$ cat src/rtcPkg.sv
`default_nettype none

package rtcPkg;

	// bus and register file widths
	localparam int DATA_W = 8;
	localparam int ADDR_W = 7;
	localparam int SLOT_W = 3;

	typedef logic [DATA_W-1:0] rtcData_t;
	typedef logic [ADDR_W-1:0] rtcAddr_t;
	typedef logic [SLOT_W-1:0] rtcSlot_t;

	// phase lengths in clock cycles
	localparam logic [2:0] ADDR_CYCLES = 3'd2;
	localparam logic [2:0] DATA_CYCLES = 3'd3;
	localparam logic [2:0] RECOVER_CYCLES = 3'd1;

	// time registers, seconds first, consecutive chip addresses
	localparam int TIME_SLOTS = 6;
	localparam rtcAddr_t TIME_BASE = 7'd0;

	// configuration written once after reset
	localparam rtcAddr_t CFG_A_ADDR = 7'd10;
	localparam rtcData_t CFG_A_VAL = 8'h20;
	localparam rtcAddr_t CFG_B_ADDR = 7'd11;
	localparam rtcData_t CFG_B_VAL = 8'h02;

	typedef enum logic {
		OP_READ,
		OP_WRITE
	} rtcOp_e;

	// main sequencer states
	typedef enum logic [2:0] {
		ST_INIT_A,
		ST_INIT_B,
		ST_POLL,
		ST_SET,
		ST_WAIT
	} rtcState_e;

	// phases of one chip bus access
	typedef enum logic [1:0] {
		PH_IDLE,
		PH_ADDR,
		PH_DATA,
		PH_RECOVER
	} rtcPhase_e;

endpackage

`default_nettype wire

$ cat src/rtcBusIf.sv
`timescale 1ns/1ns
`default_nettype none

// one access request from the sequencer, result back from the cycle engine
interface rtcBusIf import rtcPkg::*; ();

	logic start;
	rtcOp_e op;
	rtcAddr_t addr;
	rtcData_t wdata;
	rtcData_t rdata;
	logic done;

	modport fsm (
		output start,
		output op,
		output addr,
		output wdata,
		input rdata,
		input done
	);

	modport cycle (
		input start,
		input op,
		input addr,
		input wdata,
		output rdata,
		output done
	);

endinterface

`default_nettype wire

$ cat src/rtcPhaseTimer.sv
`timescale 1ns/1ns
`default_nettype none

module rtcPhaseTimer (
	input wire logic clk,
	input wire logic rstN,
	input wire logic load,
	input wire logic [2:0] loadValue,
	output logic expired
);

	logic [2:0] count;

	// a load of N gives N cycles, the last one flagged
	always_ff @(posedge clk or negedge rstN) begin
		if (!rstN) begin
			count <= 3'd0;
		end else if (load) begin
			count <= loadValue - 3'd1;
		end else if (count != 3'd0) begin
			count <= count - 3'd1;
		end
	end

	// also high while nothing is loaded, the engine ignores it then
	assign expired = (count == 3'd0);

endmodule

`default_nettype wire

$ cat src/rtcBusCycle.sv
`timescale 1ns/1ns
`default_nettype none

module rtcBusCycle import rtcPkg::*; (
	input wire logic clk,
	input wire logic rstN,
	rtcBusIf.cycle bus,
	input wire rtcData_t busIn,
	output rtcData_t busOut,
	output logic busOe,
	output logic cs,
	output logic ad,
	output logic rd,
	output logic wr
);

	rtcPhase_e phase;
	rtcPhase_e phaseNext;
	logic timerLoad;
	logic [2:0] timerValue;
	logic timerExpired;
	logic isRead;
	rtcData_t rdataQ;

	assign isRead = (bus.op == OP_READ);

	rtcPhaseTimer u_phaseTimer (
		.clk(clk),
		.rstN(rstN),
		.load(timerLoad),
		.loadValue(timerValue),
		.expired(timerExpired)
	);

	// each phase loads the timer with its own length on entry
	always_comb begin
		phaseNext = phase;
		timerLoad = 1'b0;
		timerValue = ADDR_CYCLES;
		case (phase)
			PH_IDLE: begin
				if (bus.start) begin
					phaseNext = PH_ADDR;
					timerLoad = 1'b1;
					timerValue = ADDR_CYCLES;
				end
			end
			PH_ADDR: begin
				if (timerExpired) begin
					phaseNext = PH_DATA;
					timerLoad = 1'b1;
					timerValue = DATA_CYCLES;
				end
			end
			PH_DATA: begin
				if (timerExpired) begin
					phaseNext = PH_RECOVER;
					timerLoad = 1'b1;
					timerValue = RECOVER_CYCLES;
				end
			end
			PH_RECOVER: begin
				if (timerExpired) begin
					phaseNext = PH_IDLE;
				end
			end
			default: phaseNext = PH_IDLE;
		endcase
	end

	// strobes follow the next phase so they change right on the edge
	always_ff @(posedge clk or negedge rstN) begin
		if (!rstN) begin
			phase <= PH_IDLE;
			cs <= 1'b1;
			ad <= 1'b0;
			rd <= 1'b1;
			wr <= 1'b1;
			busOe <= 1'b0;
		end else begin
			phase <= phaseNext;
			cs <= !((phaseNext == PH_ADDR) || (phaseNext == PH_DATA));
			ad <= (phaseNext == PH_ADDR);
			rd <= !((phaseNext == PH_DATA) && isRead);
			wr <= !((phaseNext == PH_DATA) && !isRead);
			busOe <= (phaseNext == PH_ADDR) || ((phaseNext == PH_DATA) && !isRead);
		end
	end

	// write data held through recovery so it is stable when wr rises
	always_comb begin
		case (phase)
			PH_ADDR: busOut = rtcData_t'(bus.addr);
			PH_DATA, PH_RECOVER: busOut = bus.wdata;
			default: busOut = '0;
		endcase
	end

	// sample in the last rd-low cycle
	always_ff @(posedge clk) begin
		if ((phase == PH_DATA) && timerExpired && isRead) begin
			rdataQ <= busIn;
		end
	end

	assign bus.rdata = rdataQ;
	assign bus.done = (phase == PH_RECOVER) && timerExpired;

endmodule

`default_nettype wire

$ cat src/rtcMainFsm.sv
`timescale 1ns/1ns
`default_nettype none

module rtcMainFsm import rtcPkg::*; (
	input wire logic clk,
	input wire logic rstN,
	input wire logic setReq,
	input wire rtcAddr_t setAddr,
	input wire rtcData_t setData,
	rtcBusIf.fsm bus,
	output logic slotWrEn,
	output rtcSlot_t slot
);

	rtcState_e state;
	logic busy;
	logic issue;
	logic cfgDone;
	logic pending;
	rtcAddr_t setAddrQ;
	rtcData_t setDataQ;

	// states that own a bus access
	assign issue = (state == ST_INIT_A) || (state == ST_INIT_B) ||
		(state == ST_POLL) || (state == ST_SET);

	// one pulse per access, only while the engine is idle
	assign bus.start = issue && !busy;

	assign slotWrEn = (state == ST_POLL) && bus.done;

	// request fields stay put for the whole access
	always_comb begin
		bus.op = OP_WRITE;
		bus.addr = CFG_A_ADDR;
		bus.wdata = CFG_A_VAL;
		case (state)
			ST_INIT_B: begin
				bus.addr = CFG_B_ADDR;
				bus.wdata = CFG_B_VAL;
			end
			ST_POLL: begin
				bus.op = OP_READ;
				bus.addr = TIME_BASE + rtcAddr_t'(slot);
				bus.wdata = '0;
			end
			ST_SET: begin
				bus.addr = setAddrQ;
				bus.wdata = setDataQ;
			end
			default: begin
			end
		endcase
	end

	always_ff @(posedge clk or negedge rstN) begin
		if (!rstN) begin
			state <= ST_INIT_A;
			busy <= 1'b0;
			cfgDone <= 1'b0;
		end else begin
			if (bus.start) begin
				busy <= 1'b1;
			end else if (bus.done) begin
				busy <= 1'b0;
			end
			case (state)
				ST_INIT_A: begin
					if (bus.done) begin
						state <= ST_WAIT;
					end
				end
				ST_INIT_B: begin
					if (bus.done) begin
						cfgDone <= 1'b1;
						state <= ST_WAIT;
					end
				end
				ST_POLL, ST_SET: begin
					if (bus.done) begin
						state <= ST_WAIT;
					end
				end
				ST_WAIT: begin
					// pending host write goes ahead of the next poll read
					if (!cfgDone) begin
						state <= ST_INIT_B;
					end else if (pending) begin
						state <= ST_SET;
					end else begin
						state <= ST_POLL;
					end
				end
				default: state <= ST_INIT_A;
			endcase
		end
	end

	// poll slot, wraps after the year register
	always_ff @(posedge clk or negedge rstN) begin
		if (!rstN) begin
			slot <= '0;
		end else if (slotWrEn) begin
			if (slot == rtcSlot_t'(TIME_SLOTS - 1)) begin
				slot <= '0;
			end else begin
				slot <= slot + 3'd1;
			end
		end
	end

	// one-entry set latch, new requests dropped while full
	always_ff @(posedge clk or negedge rstN) begin
		if (!rstN) begin
			pending <= 1'b0;
		end else if (setReq && !pending) begin
			pending <= 1'b1;
		end else if ((state == ST_SET) && bus.done) begin
			pending <= 1'b0;
		end
	end

	always_ff @(posedge clk) begin
		if (setReq && !pending) begin
			setAddrQ <= setAddr;
			setDataQ <= setData;
		end
	end

endmodule

`default_nettype wire

$ cat src/rtcTimeRegs.sv
`timescale 1ns/1ns
`default_nettype none

module rtcTimeRegs import rtcPkg::*; (
	input wire logic clk,
	input wire logic rstN,
	input wire logic wrEn,
	input wire rtcSlot_t slot,
	input wire rtcData_t wdata,
	input wire rtcSlot_t regSel,
	output rtcData_t timeOut,
	output logic timeValid
);

	rtcData_t regs [TIME_SLOTS];

	// cleared so the host sees zero until the first sweep lands
	always_ff @(posedge clk or negedge rstN) begin
		if (!rstN) begin
			for (int i = 0; i < TIME_SLOTS; i++) begin
				regs[i] <= '0;
			end
		end else if (wrEn && (int'(slot) < TIME_SLOTS)) begin
			regs[slot] <= wdata;
		end
	end

	// sticky once the year slot has been filled
	always_ff @(posedge clk or negedge rstN) begin
		if (!rstN) begin
			timeValid <= 1'b0;
		end else if (wrEn && (slot == rtcSlot_t'(TIME_SLOTS - 1))) begin
			timeValid <= 1'b1;
		end
	end

	// host read port, slots past the year read as zero
	assign timeOut = (int'(regSel) < TIME_SLOTS) ? regs[regSel] : '0;

endmodule

`default_nettype wire

$ cat src/rtcController.sv
`timescale 1ns/1ns
`default_nettype none

module rtcController import rtcPkg::*; (
	input wire logic clk,
	input wire logic rstN,
	input wire logic setReq,
	input wire rtcAddr_t setAddr,
	input wire rtcData_t setData,
	input wire rtcSlot_t regSel,
	output rtcData_t timeOut,
	output logic timeValid,
	input wire rtcData_t busIn,
	output rtcData_t busOut,
	output logic busOe,
	output logic cs,
	output logic ad,
	output logic rd,
	output logic wr
);

	logic slotWrEn;
	rtcSlot_t slot;

	// access request and result between sequencer and cycle engine
	rtcBusIf busIf ();

	rtcMainFsm u_mainFsm (
		.clk(clk),
		.rstN(rstN),
		.setReq(setReq),
		.setAddr(setAddr),
		.setData(setData),
		.bus(busIf.fsm),
		.slotWrEn(slotWrEn),
		.slot(slot)
	);

	rtcBusCycle u_busCycle (
		.clk(clk),
		.rstN(rstN),
		.bus(busIf.cycle),
		.busIn(busIn),
		.busOut(busOut),
		.busOe(busOe),
		.cs(cs),
		.ad(ad),
		.rd(rd),
		.wr(wr)
	);

	// poll results go straight from the engine into the register file
	rtcTimeRegs u_timeRegs (
		.clk(clk),
		.rstN(rstN),
		.wrEn(slotWrEn),
		.slot(slot),
		.wdata(busIf.rdata),
		.regSel(regSel),
		.timeOut(timeOut),
		.timeValid(timeValid)
	);

endmodule

`default_nettype wire

$ cat config.mk
export PLATFORM = sky130hd
export DESIGN_NAME = rtcController
export DESIGN_NICKNAME = d
export VERILOG_FILES = /design/src/rtcPkg.sv /design/src/rtcBusIf.sv /design/src/rtcPhaseTimer.sv /design/src/rtcBusCycle.sv /design/src/rtcMainFsm.sv /design/src/rtcTimeRegs.sv /design/src/rtcController.sv
export SDC_FILE = /design/constraint.sdc
export NUM_CORES = 1
export LEC_CHECK = 0
export ABC_AREA = 1
export BUFFER_PORTS_ARGS = -buffer_cell sky130_fd_sc_hd__clkbuf_2
export CAP_MARGIN = 5
export CELL_PAD_IN_SITES_DETAIL_PLACEMENT = 0
export CELL_PAD_IN_SITES_GLOBAL_PLACEMENT = 1
export CORE_MARGIN = 5
export CORE_UTILIZATION = 48
export CTS_BUF_LIST = sky130_fd_sc_hd__clkbuf_16
export DETAILED_ROUTE_END_ITERATION = 8
export GPL_TIMING_DRIVEN = 0
export PLACE_DENSITY = 0.92
export SYNTH_ARGS = -nofsm -noshare
export SYNTH_HDL_FRONTEND = slang
export SYNTH_SLANG_ARGS = --single-unit
$ cat constraint.sdc
create_clock -name clk -period 5.6 [get_ports clk]
set_input_delay 0.56 -clock clk [delete_from_list [all_inputs] [get_ports clk]]
set_output_delay 0.56 -clock clk [all_outputs]
set_load 0.01 [all_outputs]
; ---- After elaboration in Yosys (flattened, before gate mapping)
; Index checks and enable logic that the tools add are counted.
[classes]
mux = 33
reduce_logical = 33
magnitude_cmp = 5
bitwise_logic = 2
addsub = 3
eq_ne = 11
[ops]
columns = cell, n
row1 = 48-bit bitwise mux, 1
row2 = 8-bit 2-to-1 mux, 4
row3 = 8-bit binary-select mux with 3-bit select, 1
row4 = 8-bit demux with 3-bit select, 1
row5 = 8-bit case mux with 3 select lines, 1
row6 = 7-bit case mux with 3 select lines, 1
row7 = 8-bit case mux with 2 select lines, 1
row8 = 3-bit 2-to-1 mux, 5
row9 = 1-bit logical AND, 12
row10 = 3-bit case mux with 2 select lines, 2
row11 = 2-bit 2-to-1 mux, 5
row12 = 1-bit 2-to-1 mux, 9
row13 = "4-bit greater-or-equal comparator, second input constant", 2
row14 = 3-bit inverter with 4-bit output, 2
row15 = 2-bit case mux with 4 select lines, 1
row16 = "2-bit equality test, second input constant", 3
row17 = "3-bit by 2-bit equality test with 1-bit output, second input constant", 2
row18 = "3-bit equality test, second input constant", 2
row19 = 3-bit zero test, 2
row20 = "3-bit < comparator, second input constant", 2
row21 = 2-bit nonzero test, 3
row22 = "3-bit by 1-bit subtractor with 3-bit output, second input constant", 2
row23 = 1-bit zero test, 5
row24 = 1-bit logical OR, 5
row25 = 11 further kinds, 13
[totals]
inputBits = 29
wordCells = 109
ff_bits = 91

; ---- Logic depth before layout (Yosys ltp)
[depth]
depth_word = 10
mapped_depth = 12
mapped_depth_nobuf = 12

; ---- By module
; From an unflattened synthesis, not the netlist that was laid out.
[hier_totals]
cells_unflattened = 542
hier_area_um2 = 4634.4
[modules_own_cells]
columns = mod, seq_area_each_um2, n_inst, cells_per_inst, area_per_inst_um2
row1 = rtcTimeRegs, 1226.2, 1, 323, 2602.5
row2 = rtcMainFsm, 675.6, 1, 106, 1037.2
row3 = rtcBusCycle, 419.2, 1, 83, 787.0
row4 = rtcPhaseTimer, 75.1, 1, 30, 207.7

; ---- Worst setup path after synthesis
; No wires, ideal clock.
[synth_path]
path_type = input port to output port
start = in regSel[1]
end = out timeOut[0]
path_buffers = 2
path_stages = 5
path_slack_ns = 3.621
arrival_ns = 1.419
required_ns = 5.040
path_cell_list = buf_2 > inv_1 > buf_2 > o211ai_1 > o21ai_0
[synth_via]
elab_chain_len = 5
elab_cells_between_ends = 6
[synth_lines]
columns = item, line
row1 = start: declaration, rtcController.sv:10  ; input wire rtcSlot_t regSel,
row2 = 3-bit inverter with 4-bit output (implied by the code), rtcTimeRegs.sv:38  ; assign timeOut = (int'(regSel) < TIME_SLOTS) ? regs[regSel] : '0;
row3 = 8-bit binary-select mux with 3-bit select, rtcTimeRegs.sv:38
row4 = 8-bit 2-to-1 mux (implied by the code) (2 in a row), rtcTimeRegs.sv:38
row5 = 8-bit 2-to-1 mux (*), rtcTimeRegs.sv:38
row6 = end: declaration, rtcController.sv:11  ; output rtcData_t timeOut,
; Mark *: on every way between the ends. The rest lies on a longest branch, timed or not. The select of a mux whose other input is x is not followed.

; ---- Worst setup path in the final report
[layout_path]
start = reg u_busCycle.phase[0]
end = out busOut[1]
[layout_via]
elab_chain_len = 3
elab_cells_between_ends = 5
[layout_lines]
columns = item, line
row1 = start: declaration, rtcBusCycle.sv:17  ; rtcPhase_e phase;
row2 = start signal: assignment, rtcBusCycle.sv:81  ; phase <= phaseNext;
row3 = 2-bit equality test, rtcBusCycle.sv:92  ; case (phase)
row4 = 2-bit OR reduction, rtcBusCycle.sv:92
row5 = 8-bit case mux with 2 select lines (*), rtcBusCycle.sv:92
row6 = end: declaration, rtcController.sv:14  ; output rtcData_t busOut,
; Mark *: on every way between the ends. The rest lies on a longest branch, timed or not.

==> run metrics <==
outcome=completed; WS Path Type=register to primary output; Startpoint Class=register; Total Wirelength=~9500 µm; first-pass GRT wire length=~16000 µm; CP max FO=8; pin count of the biggest net entering global routing=67; synthesized area=0.00421 mm²; synth top area cells=dfrtp_1 39%, edfxtp_1 16%, nand2_1 11%, nand3_1 3.8%, o21ai_0 3.7%; Worst Hold Class=input port to async pin; DR WL/cell=between 15 and 20 µm; Starting DRT DRC Count=182; Post-DRT Antenna Nets=0; port buffer count=49; crit end category=primary output; synthesized area per cell=9.30 µm²; pre-CTS setup slack=3.18 ns; IO Count=51; CTS tree=yes; 1st-pass router iterations=5; Ys Warns=0; Slew @ Worst Pin=about 1.0 ns; total grt overflow=0; H-tree depth=3; fin. max-slew vios=0; row count=34; Setup WS post-layout=approximately 3.1 ns; clock transition at the registers of the reported paths=~0.07 ns; Post-synth ARST share=0.747; RSZ-0062 raised after global routing=false; DP HPWL=6940 µm; post-synthesis register bit count=91; register area share after synthesis=0.569; Hold Fails Final Rpt=0; total negative setup slack=0 ns; Final #Nets=550; Die Ht=104 µm; clk_skew=around 0.012 ns; Final GP Congestion=0.894; most used flip-flop cell after synthesis=dfrtp_1; root buffer selected by CTS=clkbuf_16; most frequent cells after synthesis=122 x nand2_1, 65 x dfrtp_1, 41 x nor2_1, 34 x inv_1, 32 x nand3_1; setup bufs post-CTS=0; vias in the first global route=3291; fin crit share=0.441; CP required=5.04 ns; Pleak=about 2.4 nW; final setup fails=0; cts-stage hold buffer count=0; Max Root-Sink Buffers=2; initial antenna violation count=0; max_slew headroom=0.318; vias per cell=5.27; full die area=0.0108 mm²; CP arrival=1.91 ns; clk sinks=between 90 and 100; layout cells sized above 1=0.218; diodes inserted=0; GRT Total Usage=0.182; Peak VDD IR=slightly below 0.0002 V; clock latency on the worst-skew pair=roughly 0.34 ns; P&R area growth vs syn=16.5%; clock buffer count from CTS=9; core area=between 0.008 and 0.009 mm²; DRC viols=0; WHS=0.0355 ns; Post-synth EDFFs=23; count leader, synth=nand2_1; PD cells=between 300 and 400 mW/mm²; Syn Nets=489; post-synth top area share=0.386; Cells after Synth=453; f_max=405 MHz; Max-Cap Viols=0; cell area after layout=0.00491 mm²; Die X-Extent=104 µm; via count=3307; placed cell areas=0.00462 mm²; CTS resizes=0; Yosys cell types=29; Initial Utilization=0.488; leading area contributor after synthesis=dfrtp_1; post-layout min period=2.47 ns
final timing paths:
| check | start | endpoint | slack (ns) | cells after the start |
|---|---|---|---|---|
| setup / recovery | u_busCycle.phase[0] | busOut[1] | 3.13 | 7 |
| hold / removal | rstN | u_timeRegs.regs[38] | 0.04 | 1 |
| setup reg to reg | u_mainFsm.state[2] | u_busCycle.bus.rdata[6] | 3.53 | 5 |
| hold reg to reg | u_timeRegs.regs[10] | u_timeRegs.regs[10] | 0.47 | 2 |
| max in group asynchronous | rstN | u_busCycle.cs | 5.01 | 2 |
| min in group clk | setAddr[5] | u_mainFsm.setAddrQ[5] | 0.39 | 1 |
per-stage QoR:
| stage | total power, mW | utilization | instances |
|---|---|---|---|
| floorplan | 0.864 | - | 453 |
| detailed placement | 0.936 | 0.535 | 611 |
| global route | 1.57 | 0.568 | 627 |
| global placement | 0.929 | 0.532 | 610 |
| finish | 1.50 | 0.568 | 627 |
| CTS | 1.51 | 0.568 | 627 |
where the power goes:
part | switching, mW | internal, mW
Combinational | 0.113 | 0.0612
Clock | 0.270 | 0.309
Sequential | 0.0249 | 0.722
critical path, cell delays in order (launching register included):
cell,delay [ns]
dfrtp_1,0.43
inv_1,0.10
ha_1,0.21
inv_1,0.10
nand2_1,0.22
o211ai_1,0.14
a21oi_1,0.21
clkbuf_2,0.17
cell families (layout without fill, tap and decap cells):
group,Yosys count,count (layout),share of synthesized area
AOI/OAI and AO/OA,86,86,0.126
buffers and inverters,49,115,0.0526
adders and majority gates,7,7,0.0208
and+or+nand+nor,219,219,0.230
xor gates and xnor gates,1,1,0.00208
DFF,91,91,0.569
cells in the final DEF (no fill, tap or decap), types with 8 or more instances in the layout:
master	instances
nor2_1	41
a21oi_1	10
dfrtp_1	65
nand3_1	32
inv_1	34
nand2_1	122
o21ai_0	31
o31ai_1	8
o211ai_1	12
clkbuf_16	9
o21ai_2	13
o21ai_1	11
or2_2	8
clkbuf_2	48
edfxtp_1	23
layout make-up:
cell class / instances / area [µm²]
Tap cell: 108 / 135
Clock buffer: 9 / 225
Clock inverter: 7 / 57.6
Buffer: 13 / 86.3
Fill cell: 775 / 3730
Multi-Input combinational cell: 313 / 1600
Timing Repair Buffer: 50 / 275
Sequential cell: 91 / 2400
Inverter: 36 / 135
sequential cells by signal, indices dropped and copies added, names as in the netlist, 2 cells and up:
| register | flops |
|---|---|
| u_busCycle.bus.rdata | 8 |
| u_busCycle.phase | 2 |
| u_busCycle.u_phaseTimer.count | 3 |
| u_mainFsm.setAddrQ | 7 |
| u_mainFsm.setDataQ | 8 |
| u_mainFsm.slot | 3 |
| u_mainFsm.state | 3 |
| u_timeRegs.regs | 48 |
metal layers:
metal	GRT usage	up-vias	share of wire
met5	0	-	0
met4	0.0629	0	0.021
met3	0.0392	16	0.068
met2	0.296	114	0.48
met1	0.241	1560	0.43
li1	-	1617	-
No activity file was read; power rests on OpenSTA's default activity.
